--- src/common/cfg_tag_pkg.sv ---
package cfg_tag_pkg;

  // ------------------------------
  // frame field widths
  // ------------------------------

  // id field of a config tag frame
  localparam int cfg_id_w_c = 8;

  // length field, counts payload bits
  localparam int cfg_len_w_c = 6;

  // largest payload a node can carry
  localparam int cfg_max_data_c = 32;

  // ------------------------------
  // channel config field widths
  // ------------------------------

  // clock divider ratio and phase select
  localparam int clk_div_ratio_w_c = 5;
  localparam int clk_phase_w_c = 3;

  // per-bit phase select width
  localparam int bit_phase_w_c = 2;

  // parsed frame, data is lsb aligned
  typedef struct packed {
    logic [cfg_id_w_c-1:0]     id;
    logic [cfg_len_w_c-1:0]    len;
    logic [cfg_max_data_c-1:0] data;
  } cfg_frame_s;

  // clock divider settings
  typedef struct packed {
    logic [clk_div_ratio_w_c-1:0] div_ratio;
    logic [clk_phase_w_c-1:0]     phase_sel;
  } clk_divider_s;

  // settings for one channel bit
  typedef struct packed {
    logic                     clk_edge_sel;
    logic [bit_phase_w_c-1:0] phase_sel;
  } bit_cfg_s;

  // channel operating mode
  typedef enum logic [1:0] {
    mode_normal = 2'b00,
    mode_sync   = 2'b01,
    mode_la     = 2'b10,
    mode_stop   = 2'b11
  } cfg_mode_e;

  // input and output side modes
  typedef struct packed {
    cfg_mode_e input_mode;
    cfg_mode_e output_mode;
  } mode_cfg_s;

endpackage

--- src/cfg_tag/cfg_tag_deframer.sv ---
`timescale 1ns/1ps

module cfg_tag_deframer (
  input  logic                    clk,
  input  logic                    rst_n_i,
  input  logic                    cfg_data_i,
  input  logic                    cfg_valid_i,
  output logic                    frame_v_o,
  output cfg_tag_pkg::cfg_frame_s frame_o
);

  import cfg_tag_pkg::*;

  typedef enum logic [2:0] {
    st_idle,
    st_id,
    st_len,
    st_data,
    st_parity,
    st_stop
  } state_e;

  // last bit index of the fixed-width fields
  localparam logic [4:0] id_last_lp = 5'(cfg_id_w_c - 1);
  localparam logic [4:0] len_last_lp = 5'(cfg_len_w_c - 1);

  state_e                    state_r;
  logic [4:0]                bit_cnt_r;
  logic                      parity_r;
  logic [cfg_id_w_c-1:0]     id_r;
  logic [cfg_len_w_c-1:0]    len_r;
  logic [cfg_max_data_c-1:0] data_r;
  logic [cfg_len_w_c-1:0]    len_full;
  logic                      last_data_bit;

  // length as it stands once its msb arrives on the input
  assign len_full = {cfg_data_i, len_r[cfg_len_w_c-2:0]};

  assign last_data_bit = ({1'b0, bit_cnt_r} == (len_r - 6'd1));

  // ------------------------------
  // control FSM
  // ------------------------------
  always_ff @(posedge clk) begin
    if (!rst_n_i) begin
      state_r   <= st_idle;
      bit_cnt_r <= '0;
      parity_r  <= 1'b0;
      frame_v_o <= 1'b0;
    end else begin
      // frame strobe lasts a single cycle
      frame_v_o <= 1'b0;
      // cycles without valid leave everything as is
      if (cfg_valid_i) begin
        case (state_r)
          st_idle: begin
            // ones on the line are idle fill
            if (!cfg_data_i) begin
              state_r   <= st_id;
              bit_cnt_r <= '0;
              parity_r  <= 1'b0;
            end
          end
          st_id: begin
            parity_r <= parity_r ^ cfg_data_i;
            if (bit_cnt_r == id_last_lp) begin
              state_r   <= st_len;
              bit_cnt_r <= '0;
            end else begin
              bit_cnt_r <= bit_cnt_r + 5'd1;
            end
          end
          st_len: begin
            parity_r <= parity_r ^ cfg_data_i;
            if (bit_cnt_r == len_last_lp) begin
              bit_cnt_r <= '0;
              // oversized frames are dropped right here
              if (len_full > cfg_len_w_c'(cfg_max_data_c)) begin
                state_r <= st_idle;
              end else if (len_full == '0) begin
                state_r <= st_parity;
              end else begin
                state_r <= st_data;
              end
            end else begin
              bit_cnt_r <= bit_cnt_r + 5'd1;
            end
          end
          st_data: begin
            parity_r <= parity_r ^ cfg_data_i;
            if (last_data_bit) begin
              state_r <= st_parity;
            end else begin
              bit_cnt_r <= bit_cnt_r + 5'd1;
            end
          end
          st_parity: begin
            // even parity over id, len and data
            if (parity_r ^ cfg_data_i) begin
              state_r <= st_idle;
            end else begin
              state_r <= st_stop;
            end
          end
          st_stop: begin
            state_r   <= st_idle;
            frame_v_o <= cfg_data_i;
          end
          default: state_r <= st_idle;
        endcase
      end
    end
  end

  // ------------------------------
  // field shift registers
  // ------------------------------
  always_ff @(posedge clk) begin
    if (cfg_valid_i) begin
      case (state_r)
        // clear payload so short frames stay zero above len
        st_idle: if (!cfg_data_i) data_r <= '0;
        st_id:   id_r[bit_cnt_r[2:0]] <= cfg_data_i;
        st_len:  len_r[bit_cnt_r[2:0]] <= cfg_data_i;
        st_data: data_r[bit_cnt_r] <= cfg_data_i;
        default: ;
      endcase
    end
  end

  // fields hold until the next frame starts shifting
  assign frame_o = '{id: id_r, len: len_r, data: data_r};

  a_frame_v_pulse: assert property (@(posedge clk) disable iff (!rst_n_i)
    frame_v_o |=> !frame_v_o)
    else $error("frame_v_o high for two cycles");

  a_frame_len: assert property (@(posedge clk) disable iff (!rst_n_i)
    frame_v_o |-> (frame_o.len <= cfg_len_w_c'(cfg_max_data_c)))
    else $error("reported frame len above max");

endmodule

--- src/cfg_tag/cfg_tag_node.sv ---
`timescale 1ns/1ps

module cfg_tag_node #(
  parameter logic [cfg_tag_pkg::cfg_id_w_c-1:0] id_p      = '0,
  parameter type                                payload_t = logic [7:0],
  parameter payload_t                           default_p = '0
) (
  input  logic     clk,
  input  logic     rst_n_i,
  input  logic     cfg_data_i,
  input  logic     cfg_valid_i,
  output payload_t data_o
);

  import cfg_tag_pkg::*;

  // payload width doubles as the expected frame length
  localparam int payload_w_lp = $bits(payload_t);

  logic       frame_v;
  cfg_frame_s frame;
  logic       match;

  // a node can never hold more than one frame carries
  if (payload_w_lp > cfg_max_data_c) begin : g_width_check
    $error("payload_t wider than cfg_max_data_c");
  end

  // ------------------------------
  // frame parser
  // ------------------------------
  cfg_tag_deframer deframer_i (
    .clk         (clk),
    .rst_n_i     (rst_n_i),
    .cfg_data_i  (cfg_data_i),
    .cfg_valid_i (cfg_valid_i),
    .frame_v_o   (frame_v),
    .frame_o     (frame)
  );

  // id and exact length must both agree
  assign match = frame_v
               && (frame.id == id_p)
               && (frame.len == cfg_len_w_c'(payload_w_lp));

  // ------------------------------
  // config register
  // ------------------------------
  always_ff @(posedge clk) begin
    if (!rst_n_i) begin
      data_o <= default_p;
    end else if (match) begin
      // payload sits in the low bits of the frame data
      data_o <= payload_t'(frame.data[payload_w_lp-1:0]);
    end
  end

  // register must not move without a matching frame the cycle before
  a_load_on_match: assert property (@(posedge clk) disable iff (!rst_n_i)
    !$stable(data_o) |-> $past(match))
    else $error("node register changed without matching frame");

endmodule

--- src/mesosync_cfg_extractor.sv ---
`timescale 1ns/1ps

module mesosync_cfg_extractor #(
  parameter int  ch1_width_p       = 5,
  parameter int  ch2_width_p       = 5,
  parameter int  cfg_tag_base_id_p = 10,
  localparam int width_lp          = ch1_width_p + ch2_width_p,
  localparam int sel_w_lp          = $clog2(width_lp)
) (
  input  logic                                   clk,
  input  logic                                   rst_n_i,
  input  logic                                   cfg_data_i,
  input  logic                                   cfg_valid_i,
  output cfg_tag_pkg::clk_divider_s              clk_divider_o,
  output cfg_tag_pkg::bit_cfg_s [width_lp-1:0]   bit_cfg_o,
  output cfg_tag_pkg::mode_cfg_s                 mode_cfg_o,
  output logic [sel_w_lp-1:0]                    la_input_sel_o,
  output logic [sel_w_lp-1:0]                    la_output_sel_o,
  output logic [sel_w_lp-1:0]                    v_output_sel_o,
  output logic                                   fifo_en_o,
  output logic                                   loop_back_o,
  output logic                                   channel_reset_o
);

  import cfg_tag_pkg::*;

  // divider node carries the two channel reset bits on top
  typedef struct packed {
    logic [1:0]   ch_reset;
    clk_divider_s clk_div;
  } div_payload_s;

  // cfg node payload, msb first
  typedef struct packed {
    logic                fifo_en;
    logic                loop_back;
    mode_cfg_s           mode;
    logic [sel_w_lp-1:0] la_in_sel;
    logic [sel_w_lp-1:0] la_out_sel;
    logic [sel_w_lp-1:0] v_out_sel;
  } cfg_payload_s;

  typedef bit_cfg_s [ch1_width_p-1:0] ch1_payload_t;
  typedef bit_cfg_s [ch2_width_p-1:0] ch2_payload_t;

  // stage 0 at the input, 1 feeds div/cfg, 2 feeds the bit nodes
  logic [2:0]   relay_data_r;
  logic [2:0]   relay_valid_r;
  div_payload_s div_payload;
  cfg_payload_s cfg_payload;
  logic [1:0]   ch_reset_r;

  // ------------------------------
  // relay stages
  // ------------------------------
  always_ff @(posedge clk) begin
    if (!rst_n_i) begin
      relay_valid_r <= '0;
    end else begin
      relay_valid_r <= {relay_valid_r[0], relay_valid_r[0], cfg_valid_i};
    end
  end

  always_ff @(posedge clk) begin
    relay_data_r <= {relay_data_r[0], relay_data_r[0], cfg_data_i};
  end

  // ------------------------------
  // tag nodes
  // ------------------------------
  cfg_tag_node #(
    .id_p      (cfg_id_w_c'(cfg_tag_base_id_p)),
    .payload_t (div_payload_s),
    .default_p ('0)
  ) divider_node_i (
    .clk         (clk),
    .rst_n_i     (rst_n_i),
    .cfg_data_i  (relay_data_r[1]),
    .cfg_valid_i (relay_valid_r[1]),
    .data_o      (div_payload)
  );

  cfg_tag_node #(
    .id_p      (cfg_id_w_c'(cfg_tag_base_id_p + 1)),
    .payload_t (cfg_payload_s),
    .default_p ('0)
  ) cfg_node_i (
    .clk         (clk),
    .rst_n_i     (rst_n_i),
    .cfg_data_i  (relay_data_r[1]),
    .cfg_valid_i (relay_valid_r[1]),
    .data_o      (cfg_payload)
  );

  cfg_tag_node #(
    .id_p      (cfg_id_w_c'(cfg_tag_base_id_p + 2)),
    .payload_t (ch1_payload_t),
    .default_p ('0)
  ) ch1_bit_node_i (
    .clk         (clk),
    .rst_n_i     (rst_n_i),
    .cfg_data_i  (relay_data_r[2]),
    .cfg_valid_i (relay_valid_r[2]),
    .data_o      (bit_cfg_o[ch1_width_p-1:0])
  );

  cfg_tag_node #(
    .id_p      (cfg_id_w_c'(cfg_tag_base_id_p + 3)),
    .payload_t (ch2_payload_t),
    .default_p ('0)
  ) ch2_bit_node_i (
    .clk         (clk),
    .rst_n_i     (rst_n_i),
    .cfg_data_i  (relay_data_r[2]),
    .cfg_valid_i (relay_valid_r[2]),
    .data_o      (bit_cfg_o[width_lp-1:ch1_width_p])
  );

  // field split
  assign clk_divider_o   = div_payload.clk_div;
  assign fifo_en_o       = cfg_payload.fifo_en;
  assign loop_back_o     = cfg_payload.loop_back;
  assign mode_cfg_o      = cfg_payload.mode;
  assign la_input_sel_o  = cfg_payload.la_in_sel;
  assign la_output_sel_o = cfg_payload.la_out_sel;
  assign v_output_sel_o  = cfg_payload.v_out_sel;

  // ------------------------------
  // channel reset
  // ------------------------------
  // released on a 01 -> 10 step, stays low while 10 is held
  always_ff @(posedge clk) begin
    if (!rst_n_i) begin
      ch_reset_r      <= '0;
      channel_reset_o <= 1'b1;
    end else begin
      ch_reset_r <= div_payload.ch_reset;
      if ((div_payload.ch_reset == 2'b10)
          && ((ch_reset_r == 2'b01) || !channel_reset_o)) begin
        channel_reset_o <= 1'b0;
      end else begin
        channel_reset_o <= 1'b1;
      end
    end
  end

  // first edge out of reset must not release the channel
  a_reset_after_rst: assert property (@(posedge clk)
    $rose(rst_n_i) |=> channel_reset_o)
    else $error("channel_reset_o low right after reset");

endmodule

--- src/mesosync_cfg_top.sv ---
`timescale 1ns/1ps

module mesosync_cfg_top #(
  parameter int  ch1_width_p       = 5,
  parameter int  ch2_width_p       = 5,
  parameter int  cfg_tag_base_id_p = 10,
  localparam int width_lp          = ch1_width_p + ch2_width_p,
  localparam int sel_w_lp          = $clog2(width_lp)
) (
  input  logic                                          clk,
  input  logic                                          rst_n_i,
  input  logic                                          cfg_data_i,
  input  logic                                          cfg_valid_i,
  output logic [cfg_tag_pkg::clk_div_ratio_w_c-1:0]     clk_div_ratio_o,
  output logic [cfg_tag_pkg::clk_phase_w_c-1:0]         clk_phase_sel_o,
  output logic [$bits(cfg_tag_pkg::bit_cfg_s)*width_lp-1:0] bit_cfg_o,
  output logic [1:0]                                    input_mode_o,
  output logic [1:0]                                    output_mode_o,
  output logic [sel_w_lp-1:0]                           la_input_sel_o,
  output logic [sel_w_lp-1:0]                           la_output_sel_o,
  output logic [sel_w_lp-1:0]                           v_output_sel_o,
  output logic                                          fifo_en_o,
  output logic                                          loop_back_o,
  output logic                                          channel_reset_o
);

  import cfg_tag_pkg::*;

  // struct views of the extractor outputs
  clk_divider_s            clk_div;
  bit_cfg_s [width_lp-1:0] bit_cfg;
  mode_cfg_s               mode_cfg;

  // ------------------------------
  // config extractor
  // ------------------------------
  mesosync_cfg_extractor #(
    .ch1_width_p       (ch1_width_p),
    .ch2_width_p       (ch2_width_p),
    .cfg_tag_base_id_p (cfg_tag_base_id_p)
  ) extractor_i (
    .clk             (clk),
    .rst_n_i         (rst_n_i),
    .cfg_data_i      (cfg_data_i),
    .cfg_valid_i     (cfg_valid_i),
    .clk_divider_o   (clk_div),
    .bit_cfg_o       (bit_cfg),
    .mode_cfg_o      (mode_cfg),
    .la_input_sel_o  (la_input_sel_o),
    .la_output_sel_o (la_output_sel_o),
    .v_output_sel_o  (v_output_sel_o),
    .fifo_en_o       (fifo_en_o),
    .loop_back_o     (loop_back_o),
    .channel_reset_o (channel_reset_o)
  );

  // flatten to plain vectors, bit 0 config sits in the low bits
  assign clk_div_ratio_o = clk_div.div_ratio;
  assign clk_phase_sel_o = clk_div.phase_sel;
  assign bit_cfg_o       = bit_cfg;
  assign input_mode_o    = mode_cfg.input_mode;
  assign output_mode_o   = mode_cfg.output_mode;

endmodule

--- config.mk ---
export PLATFORM = sky130hd
export DESIGN_NAME = mesosync_cfg_top
export DESIGN_NICKNAME = d
export VERILOG_FILES = /design/src/common/cfg_tag_pkg.sv /design/src/cfg_tag/cfg_tag_deframer.sv /design/src/cfg_tag/cfg_tag_node.sv /design/src/mesosync_cfg_extractor.sv /design/src/mesosync_cfg_top.sv
export SDC_FILE = /design/constraint.sdc
export NUM_CORES = 1
export LEC_CHECK = 0
export BUFFER_PORTS_ARGS = -buffer_cell sky130_fd_sc_hd__buf_4
export CAP_MARGIN = 40
export CORE_MARGIN = 1.5
export CORE_UTILIZATION = 35
export CTS_CLUSTER_DIAMETER = 60
export CTS_CLUSTER_SIZE = 30
export DETAILED_ROUTE_END_ITERATION = 8
export SYNTH_ARGS = -nofsm -noshare
export SYNTH_HDL_FRONTEND = slang
export SYNTH_SLANG_ARGS = --single-unit
--- constraint.sdc ---
create_clock -name clk -period 2.6 [get_ports clk]
set_clock_uncertainty 0.1 [all_clocks]
set_input_delay 0.39 -clock clk [delete_from_list [all_inputs] [get_ports clk]]
set_output_delay 0.39 -clock clk [all_outputs]
set_load 0.05 [all_outputs]
==> run summary, run 1 <==
Ranked by instance count, the synthesized netlist is headed by sky130_fd_sc_hd__nor2_1 (151), sky130_fd_sc_hd__nand2_1 (132), sky130_fd_sc_hd__edfxtp_1 (114). The total area inside the core boundary comes to 30800 sq um. In this run the mean area of a mapped cell was 9.49 sq um. After clock tree synthesis, the clock-pin slew on the worst setup and hold paths is 0.07 ns.

The global-route usage over all layers is 14.9%. The effective utilization at floorplan is 35.8%. The clock sink count came out at 219. The async set or reset register ratio after synthesis came out at 0%. The floorplan has 64 rows.

The total of fill cells in the finished design came out at 2961. The cell area after technology mapping is 11000 sq um. The relative slew slack is 44.1%.

The worst endpoint required time is 2.87 ns. The full die area is 32600 sq um. The path class of the tightest hold or removal check is reg -> reg. The net total in the final layout is 1243. The type of origin of the critical path is a flip-flop. The cell count after synthesis came out at 1163.

sky130_fd_sc_hd__nor2_1 is the most common cell in the netlist. Sorting the synthesized cells by area gives the leading types as sky130_fd_sc_hd__edfxtp_1 (31%), sky130_fd_sc_hd__dfxtp_1 (19%), sky130_fd_sc_hd__mux2i_1 (6.9%). The most instantiated flip-flop cell in the synthesis netlist is sky130_fd_sc_hd__edfxtp_1. The maximum VDD drop came out at 0.447 mV. The share of the cycle needed by the critical path after routing is 94.3%. The post-layout minimum cycle time came out at 2.45 ns. Summed over all nets, the switching power comes to 1.71 mW. The first-pass GRT wire length came out at 41000 um. The DRC violations left came out at 0. The die extent in y came out at 181 um. The relative contribution of the clock network to total power is 46.4%. The routed design has 24400 um of wire. Relative to the synthesized area, the layout overhead comes to 16.3%. The total via count after detailed routing is 8497. 0 antenna diodes ended up in the layout. The worst setup path is of the reg -> reg kind.

The detail-routed net length per standard cell came out at 15.0 um. The top cell type's share of synthesized area came out at 31.0%. The final number of max-transition violations is 0. Across the run, the number of max-cap violations was 0. The H-tree level count came out at 1. The tree is rooted in a sky130_fd_sc_hd__clkbuf_16. The starting DRC count in detailed routing came out at 455. Dividing the detail-routed via count by the number of cells gives 5.23. The run finished with clean final reports. The remaining number of nets flagged by the antenna check after routing is 0. The iteration count of the initial detailed-routing pass came out at 5.

The count of warnings emitted by yosys is 0. The largest driver fanout on the critical path is 3. The post-synthesis cell type count is 81.

The post-detailed-placement half-perimeter wirelength came out at 16800 um. For this design the ratio of total power to cell area is 560 nW/um^2. The critical path capture point type is a flip-flop.

At the end of the flow the core is filled with cells to 41.6%. The number of antenna violations at the first check in global routing was 0. The final-report hold violation count is 0.

The count of flip-flops with a built-in enable after synthesis came out at 114. The accumulated negative setup slack is 0 ns. Setup slack closes at 0.149 ns. Counting flops and latches in the post-synthesis netlist gives 219.

The setup violation total in the final timing report came out at 0. The synthesized netlist net count came out at 1194. The data arrival at the endpoint of the critical path is 2.72 ns. TritonCTS built the clock tree. The transition time at the pin with the least slew margin is 0.832 ns. The cell area after placement is 12000 sq um.

The share of synthesized area occupied by flip-flops and latches is 50.1%. The clock latency at the later pin of the worst-skew pair is 0.52 ns. The number of primary I/O pins is 61. The maximum clock rate came out at 408 MHz. In this run the deepest clock path goes through 3 buffers. The total CTS buffers came out at 22. The static leakage came out at 4.63 nW. The number of global-route vias before repair came to 8100. The floorplan step set the die width to 181 um.

The overflow left after global routing came out at 0. The last weighted congestion value of the routability-driven placer came out at 0.831. During placement, the flow inserted port buffers numbering 60.

Hold timing on the final database bottoms out at a slack of 0.226 ns. The area of all placed cells without fillers is 12800 sq um. The biggest area contributor in the post-synthesis netlist is sky130_fd_sc_hd__edfxtp_1. The cell internal power dissipation came out at 5.48 mW. The share of post-route cells with drive strength above 1 came out at 14.0%.

Entering global routing, the biggest net connects 51 pins. OpenSTA, run right after detailed placement, puts the worst setup slack at 0.0910 ns. The portion of total power attributed to sequential cells is 51.0%. The combinational share of power came out at 2.6%.

The switching part of the total came out at 23.8%. Setup repair after global routing could not meet its margin everywhere.
[metrics by stage]
stage	instances	power, mW
floorplan	1163	3.86
global placement	1580	3.93
detailed placement	1580	3.93
CTS	1622	7.31
global route	1624	7.44
finish	1624	7.19
[worst paths after layout]
| kind | to | slack, ns | depth (start not counted) | startpoint |
|---|---|---|---|---|
| min | extractor_i.relay_data_r[1] | 0.23 | 0 | extractor_i.relay_data_r[0] |
| max reg2reg | flip-flop | 0.15 | 9 | extractor_i.divider_node_i.deframer_i.len_r[0] |
| max | flip-flop | 0.15 | 9 | extractor_i.divider_node_i.deframer_i.len_r[0] |
| min reg2reg | extractor_i.relay_data_r[1] | 0.23 | 0 | extractor_i.relay_data_r[0] |
[cell usage in the layout, fill, tap and decap left out, types with 5 or more instances in the layout]
cell	n
sky130_fd_sc_hd__or3_1	10
sky130_fd_sc_hd__o22ai_1	7
sky130_fd_sc_hd__nand4b_1	5
sky130_fd_sc_hd__ha_1	26
sky130_fd_sc_hd__edfxtp_1	114
sky130_fd_sc_hd__o21ai_1	7
sky130_fd_sc_hd__o21ai_0	12
sky130_fd_sc_hd__nand2b_1	12
sky130_fd_sc_hd__a21oi_1	72
sky130_fd_sc_hd__nor2_1	151
sky130_fd_sc_hd__clkbuf_16	24
sky130_fd_sc_hd__dfxtp_1	104
sky130_fd_sc_hd__nand3_1	87
sky130_fd_sc_hd__nand4_1	8
sky130_fd_sc_hd__xor2_1	13
sky130_fd_sc_hd__nand2_1	132
sky130_fd_sc_hd__a211oi_1	8
sky130_fd_sc_hd__nor3_1	37
sky130_fd_sc_hd__or4_1	9
sky130_fd_sc_hd__and2_1	8
sky130_fd_sc_hd__nor4_1	5
sky130_fd_sc_hd__o31ai_1	7
sky130_fd_sc_hd__and3_1	5
sky130_fd_sc_hd__mux2i_1	76
sky130_fd_sc_hd__buf_4	108
sky130_fd_sc_hd__nor2b_1	15
sky130_fd_sc_hd__xnor2_1	10
sky130_fd_sc_hd__a21o_1	5
sky130_fd_sc_hd__inv_1	30
[timing repair]
action,CTS,global route
resized for setup,0,5
hold endpoints to repair,2,0
setup endpoints to repair,0,9
hold buffers,2,0
setup buffers,0,2
[worst max-delay path, cell delays in order (launching register included)]
cell	delay [ns]
sky130_fd_sc_hd__edfxtp_1	0.43
sky130_fd_sc_hd__inv_1	0.14
sky130_fd_sc_hd__ha_1	0.18
sky130_fd_sc_hd__or3b_1	0.35
sky130_fd_sc_hd__a211oi_1	0.25
sky130_fd_sc_hd__nand4_1	0.20
sky130_fd_sc_hd__buf_4	0.18
sky130_fd_sc_hd__o21bai_1	0.27
sky130_fd_sc_hd__a21o_1	0.16
sky130_fd_sc_hd__a21oi_1	0.06
[flip-flops by register name (all words and copies together) (netlist names), 10 cells and up]
name	count
extractor_i.cfg_node_i.deframer_i.data_r	18
extractor_i.divider_node_i.deframer_i.data_r	10
extractor_i.ch1_bit_node_i.data_o	15
extractor_i.ch2_bit_node_i.data_o	15
extractor_i.divider_node_i.data_o	10
extractor_i.ch1_bit_node_i.deframer_i.data_r	15
extractor_i.cfg_node_i.data_o	18
extractor_i.ch2_bit_node_i.deframer_i.data_r	15
[cells by family after synthesis]
kind of cell | count (synthesis) | share of synthesized area (%)
DFF | 219 | 50.1
xor gates and xnor gates | 24 | 2.03
adders and majority gates | 27 | 3.06
and+or+nand+nor | 520 | 22.9
buffers and inverters | 120 | 4.54
muxes | 76 | 6.89
AOI/OAI and AO/OA | 177 | 10.5
[area by class of cell]
cell class,count,area (sq um),area share (%)
clock inverter,16,181,1.41
timing repair buffer,111,851,6.63
inverter,34,128,0.994
tap,396,495,3.86
clock buffer,24,601,4.68
sequential,219,5530,43.1
multi-input combinational,824,5050,39.4
[metal layers]
metal  global-route usage (%)  part of all wire, %  vias to the layer above
li1                         -                    -                     4264
met1                     20.3                   47                     4061
met2                     24.9                   47                      140
met3                     2.36                  3.6                       32
met4                     3.53                  1.5                        0
met5                        0                    0                        -
[power by group through the flow]
stage	clock (mW)	combinational [mW]	sequential, mW
floorplan	0	0.128	3.73
global placement	0	0.184	3.75
detailed placement	0	0.186	3.75
CTS	3.45	0.189	3.67
global route	3.56	0.210	3.67
finish	3.34	0.188	3.67
No activity file was read; power rests on OpenSTA's default activity.
==> inputs of run 2 (changes only) <==
ABC_AREA = 1   (was default)
BUFFER_PORTS_ARGS = default   (was -buffer_cell sky130_fd_sc_hd__buf_4)
DONT_BUFFER_PORTS = 1   (was default)
==> run 2 against run 1 <==
Compared with the run above:
- maximum frequency is 15% higher
- clock power is 6.0% lower
- routed wire length is 4.9% higher
- final area is 3.9% lower
- sequential cell count stayed put
- critical path type unchanged
- largest cell class unchanged
- highest routed layer unchanged
==> run summary, run 2 <==
The synthesized netlist net count came out at 1423 (+19%). The clock sink count is 219 (unchanged). The async set or reset register ratio after synthesis was 0% (unchanged).

The TritonCTS clock tree is built. In this run the top signal layer used is met4. The worst setup path is launched from a flip-flop. The setup violation total in the final timing report is 0 (unchanged). The last weighted congestion value of the routability-driven placer came out at 0.831 (about the same). The static leakage is 4.69 nW (+1.3%). The die extent in y came out at 181 um (+0.38%).

The iteration count of the initial detailed-routing pass came to 5 (unchanged). The post-synthesis mux area share is 0% (-6.9 points). The area growth from synthesis to layout is 10.9%.

The path with the worst hold slack has its endpoint at extractor_i.cfg_node_i.deframer_i.frame_v_o. The cell area after placement came out at 11600 sq um (-3.5%). The worst hold path begins at rst_n_i.

The post-synthesis adder-cell area fraction is 3.04% (-0.024 points). The total power per unit cell area came out at 591 nW/um^2 (+5.5%). The starting DRC count in detailed routing came out at 538 (+18%). The net total in the final layout came to 1419 (+14%). The post-route worst hold slack came out at 0.0616 ns (-0.165 ns). In this run the clock root is driven by a sky130_fd_sc_hd__clkbuf_16. The remaining number of nets flagged by the antenna check after routing is 0 (unchanged).

The detail-routed net length per standard cell came out at 14.2 um (-5.6%). The largest registers in the layout are extractor_i.cfg_node_i.data_o: 18 flops, extractor_i.cfg_node_i.deframer_i.data_r: 18 flops. The maximum clock rate is 468 MHz (+15%). By area, the combinational part of the netlist is dominated by simple AND/OR/NAND/NOR gates. The critical path capture point type is a flip-flop. The largest driver fanout on the critical path is 7 (+4). The count of cells along the worst register-to-register path is 12 (+3).

The total met2 wirelength after detailed routing is 12300 um (+6.2%). The H-tree level count is 1 (unchanged). The area of all placed cells without fillers was 12300 sq um (-3.9%). The share of post-route cells with drive strength above 1 was 6.85% (-7.2 points). The total instance count after detailed placement came out at 1764 (+12%). The worst hold path class is in -> reg. The highest-delay cell along the critical path is sky130_fd_sc_hd__edfxtp_1. The post-place setup slack came out at 0.481 ns (+0.390 ns).

The number of post-CTS setup repair buffers came out at 0 (unchanged). In the layout the commonest cells are sky130_fd_sc_hd__nand2_1 (301), sky130_fd_sc_hd__nor2_1 (210), sky130_fd_sc_hd__a21oi_1 (139). The maximum VDD drop came out at 0.340 mV (-24%). The cell area after technology mapping came out at 11100 sq um (+0.78%). In the synthesized netlist the dominant register cell turns out to be sky130_fd_sc_hd__edfxtp_1. Setup repair after global routing left no endpoint under its margin.

The clock tree buffer depth is 3 (unchanged). The count of warnings emitted by yosys came out at 0 (unchanged). The first-pass GRT wire length came out at 43100 um (+5.3%). The synthesized design spends more area on one cell type than any other, namely sky130_fd_sc_hd__edfxtp_1. The clock latency at the later pin of the worst-skew pair is 0.52 ns (about the same). The share of the cycle needed by the critical path after routing came out at 82.2% (-12 points). The library cell used most frequently in the layout, excluding fill and tap cells, is sky130_fd_sc_hd__nand2_1. The chip width came out at 181 um (+0.38%). The effective utilization at floorplan came out at 35.4% (-0.37 points). The area share of and/or/nand/nor cells after synthesis is 28.6% (+5.7 points). The wire length on met1 is 11900 um (+2.3%).

The top cell type's share of synthesized area is 30.8% (-0.24 points). The post-route total power came out at 7.29 mW (+1.4%). In the post-synthesis netlist, the biggest area contributors are sky130_fd_sc_hd__edfxtp_1 (31%), sky130_fd_sc_hd__dfxtp_1 (19%), sky130_fd_sc_hd__nand2_1 (10%). The total inserted antenna cells is 0 (unchanged). The max capacitance violation total is 0 (unchanged). The fraction of the mapped netlist area in compound gates came out at 11.4% (+0.87 points).

The internal reg-to-reg setup slack is 0.46 ns (+0.31 ns). By instance count, the leading cell after synthesis is sky130_fd_sc_hd__nand2_1. The relative slew slack came out at 56.2% (+12 points). The full die area came out at 32900 sq um (+0.77%).

The total CTS buffers came out at 20 (-9.1%). The accumulated negative setup slack came out at 0 ns (unchanged). The worst endpoint required time came out at 2.90 ns (+0.03 ns). The post-detailed-placement half-perimeter wirelength is 17800 um (+6.0%). The critical path is of the reg -> reg type.

The largest incremental delay on the critical path was 0.41 ns (-0.02 ns). The number of rows in the core area came out at 65 (+1.6%). Traced cell by cell, the critical path runs through inv_1 > ha_1 > nand2_1 > nand2_1 > nor2_1 > nand2_1 > nor2_1 > nand4_1 > nand2_1 > inv_2 > nor2_1 > nor2_1. The post-synthesis cell type count came to 41 (-49%).

The length of routed met3 wiring was 1010 um (+14%). The count of flip-flops with a built-in enable after synthesis was 114 (unchanged). The final number of max-transition violations is 0 (unchanged).

Ranked by instance count, the synthesized netlist is headed by sky130_fd_sc_hd__nand2_1 (301), sky130_fd_sc_hd__nor2_1 (210), sky130_fd_sc_hd__a21oi_1 (140). The number of vias per cell is 5.06 (-3.4%). The clock slew seen by the registers of the worst setup and hold paths is 0.08 ns (about the same). The overflow left after global routing came out at 0 (unchanged). The worst register-to-register path begins at extractor_i.divider_node_i.deframer_i.len_r[0]. The number of global-route vias before repair came to 8701 (+7.4%). The number of port buffers is 0 (-100%). The worst setup slack after layout came out at 0.462 ns (+0.313 ns).

The number of register bits inferred by synthesis is 219 (unchanged). The global-route usage over all layers is 15.5% (+0.62 points). The xor and xnor area share after synthesis is 0.945% (-1.1 points). The post-route non-filler standard cell count is 1804 (+11%). The aggregate routed wire length is 25600 um (+4.9%). The total via count after detailed routing came out at 9122 (+7.4%).

The number of antenna violations at the first check in global routing came out at 0 (unchanged). The final-report hold violation count is 0 (unchanged). The share of synthesized area occupied by flip-flops and latches came out at 49.7% (-0.39 points). The final cell utilization of the core is 39.3% (-2.3 points). The number of primary I/O pins is 61 (unchanged). The area inside the core boundary was 31400 sq um (+1.8%). The data arrival at the endpoint of the critical path came out at 2.44 ns (-0.28 ns).

The mean instance size in the synthesized netlist was 7.99 sq um (-16%). The DRC violations left came out at 0 (unchanged). The pin count of the biggest net entering global routing is 92 (+80%). The gate count of the mapped netlist came out at 1392 (+20%). The post-layout minimum cycle time came to 2.14 ns (-0.313 ns).

The count of cells along the worst hold path came out at 2 (+2). The number of resized instances in the post-cts repair step is 0 (unchanged). The run finished with clean final reports.

The transition time at the pin with the least slew margin is 0.655 ns (-0.177 ns).
## run 2: cell count changes after synthesis, moves of 59 or more
| cell | change |
|---|---|
| sky130_fd_sc_hd__inv_1 | +68 |
| sky130_fd_sc_hd__nor2_1 | +59 |
| sky130_fd_sc_hd__a21oi_1 | +67 |
| sky130_fd_sc_hd__mux2i_1 | -76 |
| sky130_fd_sc_hd__nand2_1 | +169 |
| sky130_fd_sc_hd__o21ai_0 | +60 |
## run 2: critical path, delay by kind of cell (launching register included)
| family | cells | cell delay, ns |
|---|---|---|
| and+or+nand+nor | 9 | 0.95 |
| DFF | 1 | 0.41 |
| buffers and inverters | 2 | 0.29 |
| adders and majority gates | 1 | 0.29 |
## run 2: timing repair
action | 4_1_cts | 5_1_grt
hold buffers | 4 | 0
endpoints found under the hold margin | 94 | 0
endpoints found under the setup margin | 0 | 0
## run 2: logic make-up after synthesis
logic type | Yosys count
AOI/OAI and AO/OA | 242
xor gates and xnor gates | 12
adders and majority gates | 27
buffers and inverters | 169
DFF | 219
and+or+nand+nor | 723
## run 2: where the power goes
group | leakage [nW] | switching, mW | internal [mW] | total [mW]
Sequential | 1.89 | 0.0506 | 3.66 | 3.71
Clock | 0.339 | 1.48 | 1.66 | 3.14
Combinational | 2.46 | 0.304 | 0.132 | 0.436
## run 2: final cells by class
| class | instances | area [sq um] |
|---|---|---|
| Clock inverter | 14 | 178 |
| Clock buffer | 22 | 529 |
| Sequential cell | 219 | 5530 |
| Timing Repair Buffer | 36 | 298 |
| Tap cell | 402 | 503 |
| Multi-Input combinational cell | 1004 | 4900 |
| Inverter | 107 | 402 |
| Fill cell | 3173 | 19100 |
## run 2: worst max-delay path by stage
stage	cells past startpoint	start	end	slack, ns
global placement	12	extractor_i.divider_node_i.deframer_i.len_r[0]	flip-flop	0.50
detailed placement	12	extractor_i.divider_node_i.deframer_i.len_r[0]	flip-flop	0.48
finish	12	extractor_i.divider_node_i.deframer_i.len_r[0]	flip-flop	0.46
CTS	12	extractor_i.divider_node_i.deframer_i.len_r[0]	flip-flop	0.45
floorplan	4	extractor_i.relay_data_r[1]	extractor_i.cfg_node_i.deframer_i.data_r[0]	0.07
global route	11	extractor_i.cfg_node_i.deframer_i.len_r[0]	extractor_i.cfg_node_i.deframer_i.bit_cnt_r[0]	0.21
## run 2: per-layer routing
layer  up-vias  GRT usage, %
met5         -             0
met4         0          3.87
met3        26          1.96
met2       183          27.3
met1      4232          20.2
li1       4681             -
==> inputs of run 3 (changes only) <==
clock period = 1.9 ns   (was 2.6 ns; I/O delays follow)
==> run 3 against run 2 <==
Compared with the run above:
- the flow now finishes with violations (negative hold slack, negative setup slack)
- final area up 8.7%
- combinational power up 61%
- count of clock-buffer cells in the layout down 3
- non-clock buffer count up 83
- sequential share of layout area down 3.6 points
- sequential cell count unchanged
- maximum frequency up 12%
- final cell count up 4.6%
- sequential power up 37%
- global-route usage about the same
- clock power up 22%
- critical path type unchanged
==> run summary, run 3 (synthesis gave the netlist of run 2 again) <==
The library cell used most frequently in the layout, excluding fill and tap cells, is sky130_fd_sc_hd__nand2_1. The number of port buffers is 0 (unchanged). The area of all placed cells without fillers is 13400 sq um (+8.7%). The clock latency at the later pin of the worst-skew pair came out at 0.50 ns (-0.02 ns). The critical path is of the reg -> reg type. The total instance count after detailed placement is 1820 (+3.2%).

Walking the worst path, the cells encountered are inv_2 > ha_4 > nand2_1 > nand2_1 > nand2_1 > nand2_1 > nand3_1 > nor2_4 > nand2_1 > nand2_2 > nand2_1 > o21ai_1 > inv_1. The maximum VDD drop is 0.383 mV (+13%). The number of global-route vias before repair came to 8963 (+3.0%).

The cell area after placement is 12100 sq um (+4.3%). The total area of multi-input combinational cells came to 5290 sq um (+8.1%). The effective utilization at floorplan is 35.4% (unchanged). The starting DRC count in detailed routing came out at 500 (-7.1%). The clock sink count is 219 (unchanged). The die extent in y is 181 um (unchanged). The final number of max-transition violations came out at 0 (unchanged).

The worst hold path class is in -> reg. The pin count of the biggest net entering global routing was 95 (+3.3%). The maximum clock rate is 525 MHz (+12%).

The chip width came out at 181 um (unchanged). The full die area is 32900 sq um (unchanged). The number of vias per cell came out at 5.05 (-0.22%). The flow ran to the end, but the final reports show violations. The number of rows in the core area came out at 65 (unchanged). The TritonCTS clock tree is built.

The share of post-route cells with drive strength above 1 is 17.2% (+10 points). The clock tree buffer depth is 3 (unchanged). The clock slew seen by the registers of the worst setup and hold paths is 0.09 ns (about the same). The relative slew slack came out at 62.6% (+6.5 points). The number of antenna violations at the first check in global routing came out at 1 (+1).

The last weighted congestion value of the routability-driven placer is 0.858 (+3.3%). The total of fill cells in the finished design came out at 3131 (-1.3%). In the layout the commonest cells are sky130_fd_sc_hd__nand2_1 (286), sky130_fd_sc_hd__nor2_1 (188), sky130_fd_sc_hd__a21oi_1 (133). The internal reg-to-reg setup slack is -0.003 ns (-0.47 ns).

The area taken by flip-flops and latches is 5530 sq um (about the same). The static leakage came out at 5.09 nW (+8.4%). The total power per unit cell area came out at 715 nW/um^2 (+21%). The largest registers in the layout are extractor_i.cfg_node_i.data_o: 18 flops, extractor_i.cfg_node_i.deframer_i.data_r: 18 flops. The max capacitance violation total is 0 (unchanged). The worst setup slack after layout came out at -0.00300 ns (-0.465 ns). The total via count after detailed routing is 9521 (+4.4%).

The highest-delay cell along the critical path is sky130_fd_sc_hd__edfxtp_1. The root buffer cell chosen for the clock tree is sky130_fd_sc_hd__clkbuf_16. The critical path capture point type is a flip-flop. The post-route worst hold slack came to -0.00909 ns (-0.0707 ns). The share of the cycle needed by the critical path after routing is 100% (+18 points). The aggregate routed wire length is 26700 um (+4.3%).

The post-layout minimum cycle time is 1.90 ns (-0.235 ns). The largest driver fanout on the critical path is 4 (-3). The post-detailed-placement half-perimeter wirelength is 18400 um (+3.5%). The accumulated negative setup slack came to -0.00300 ns (-0.00300 ns). The total CTS buffers came out at 18 (-10%).

The remaining number of nets flagged by the antenna check after routing was 0 (unchanged). By instance count, the cell type seen most on the critical path is sky130_fd_sc_hd__nand2_1. The area growth from synthesis to layout came out at 20.6%. Setup repair after global routing could not meet its margin everywhere. The iteration count of the initial detailed-routing pass came out at 7 (+2). The total inserted antenna cells was 0 (unchanged). The area inside the core boundary came out at 31400 sq um (unchanged). The setup violation total in the final timing report is 1 (+1).

The worst endpoint required time is 2.20 ns (-0.70 ns). The overflow left after global routing was 0 (unchanged). The first-pass GRT wire length came out at 43200 um (about the same). The post-route non-filler standard cell count is 1887 (+4.6%).

The detail-routed net length per standard cell came out at 14.2 um (-0.28%). The final reports fail on negative hold slack, negative setup slack. The global-route usage over all layers is 15.5% (about the same). The data arrival at the endpoint of the critical path is 2.20 ns (-0.24 ns).

The number of primary I/O pins was 61 (unchanged). The count of buffer and inverter cells on the critical path came to 2 (unchanged). The H-tree level count came to 1 (unchanged). The transition time at the pin with the least slew margin came out at 0.560 ns (-0.0952 ns). The final-report hold violation count came out at 1 (+1).

The DRC violations left came out at 0 (unchanged). The largest incremental delay on the critical path was 0.43 ns (+0.02 ns). Among cell families on the critical path, the largest total delay comes from simple AND/OR/NAND/NOR gates. The type of origin of the critical path is a flip-flop. The net total in the final layout came to 1504 (+6.0%).
-- run 3: cell count changes in the layout (fill, tap and decap cells not counted), sizes merged --
cell	delta
nand3	+1
clkinv	+2
clkbuf	-1
clkinvlp	+1
nand2	+3
buf	+75
dlygate4sd3	+6
bufinv	-1
inv	-3
-- run 3: metal layers --
metal,wire length (um),GRT usage (%)
met1,12000,19.8
met2,13400,27.8
met3,924,1.98
met4,387,4.00
met5,7,0
-- run 3: what timing repair did --
action                                  CTS  global route
cloned                                    1             6
endpoints found under the setup margin   22            61
hold endpoints to repair                 95            87
resized for setup                        13           103
buffers inserted                          3            15
pin swaps                                 7            54
hold buffers                              8             2
-- run 3: metrics by stage --
step | hold slack (ns) | utilization [%] | setup slack (ns) | total power [mW]
detailed placement | 0.214 | 38.4 | -0.115 | 5.80
finish | -0.00909 | 42.7 | -0.00300 | 9.59
global placement | 0.214 | 38.4 | -0.00208 | 5.80
floorplan | 0.209 | - | 0.0498 | 5.61
global route | 0.0103 | 42.7 | -0.150 | 9.96
CTS | -0.209 | 40.9 | 0.00451 | 9.66
-- run 3: path summary, 6_finish.rpt --
path	startpoint	end	depth (start not counted)
worst max-delay path	extractor_i.ch1_bit_node_i.deframer_i.len_r[1]	flip-flop	13
worst max register to register	extractor_i.ch1_bit_node_i.deframer_i.len_r[1]	flip-flop	13
worst min-delay path	rst_n_i	extractor_i.divider_node_i.deframer_i.parity_r	2
worst min register to register	extractor_i.relay_data_r[0]	extractor_i.relay_data_r[1]	0
-- run 3: area by class of cell --
class	count	area share (%)
Clock buffer	19	3.55
Clock inverter	13	1.04
Inverter	107	3.03
Multi-Input combinational cell	1008	39.5
Sequential cell	219	41.2
Tap cell	402	3.75
Timing Repair Buffer	119	7.90
-- run 3: where the power goes --
| group | switching (mW) | total [mW] | leakage (nW) | internal [mW] |
|---|---|---|---|---|
| logic | 0.459 | 0.704 | 2.90 | 0.245 |
| registers | 0.0593 | 5.07 | 1.89 | 5.01 |
| clock network | 1.90 | 3.82 | 0.293 | 1.92 |
| total | 2.42 | 9.59 | 5.09 | 7.18 |
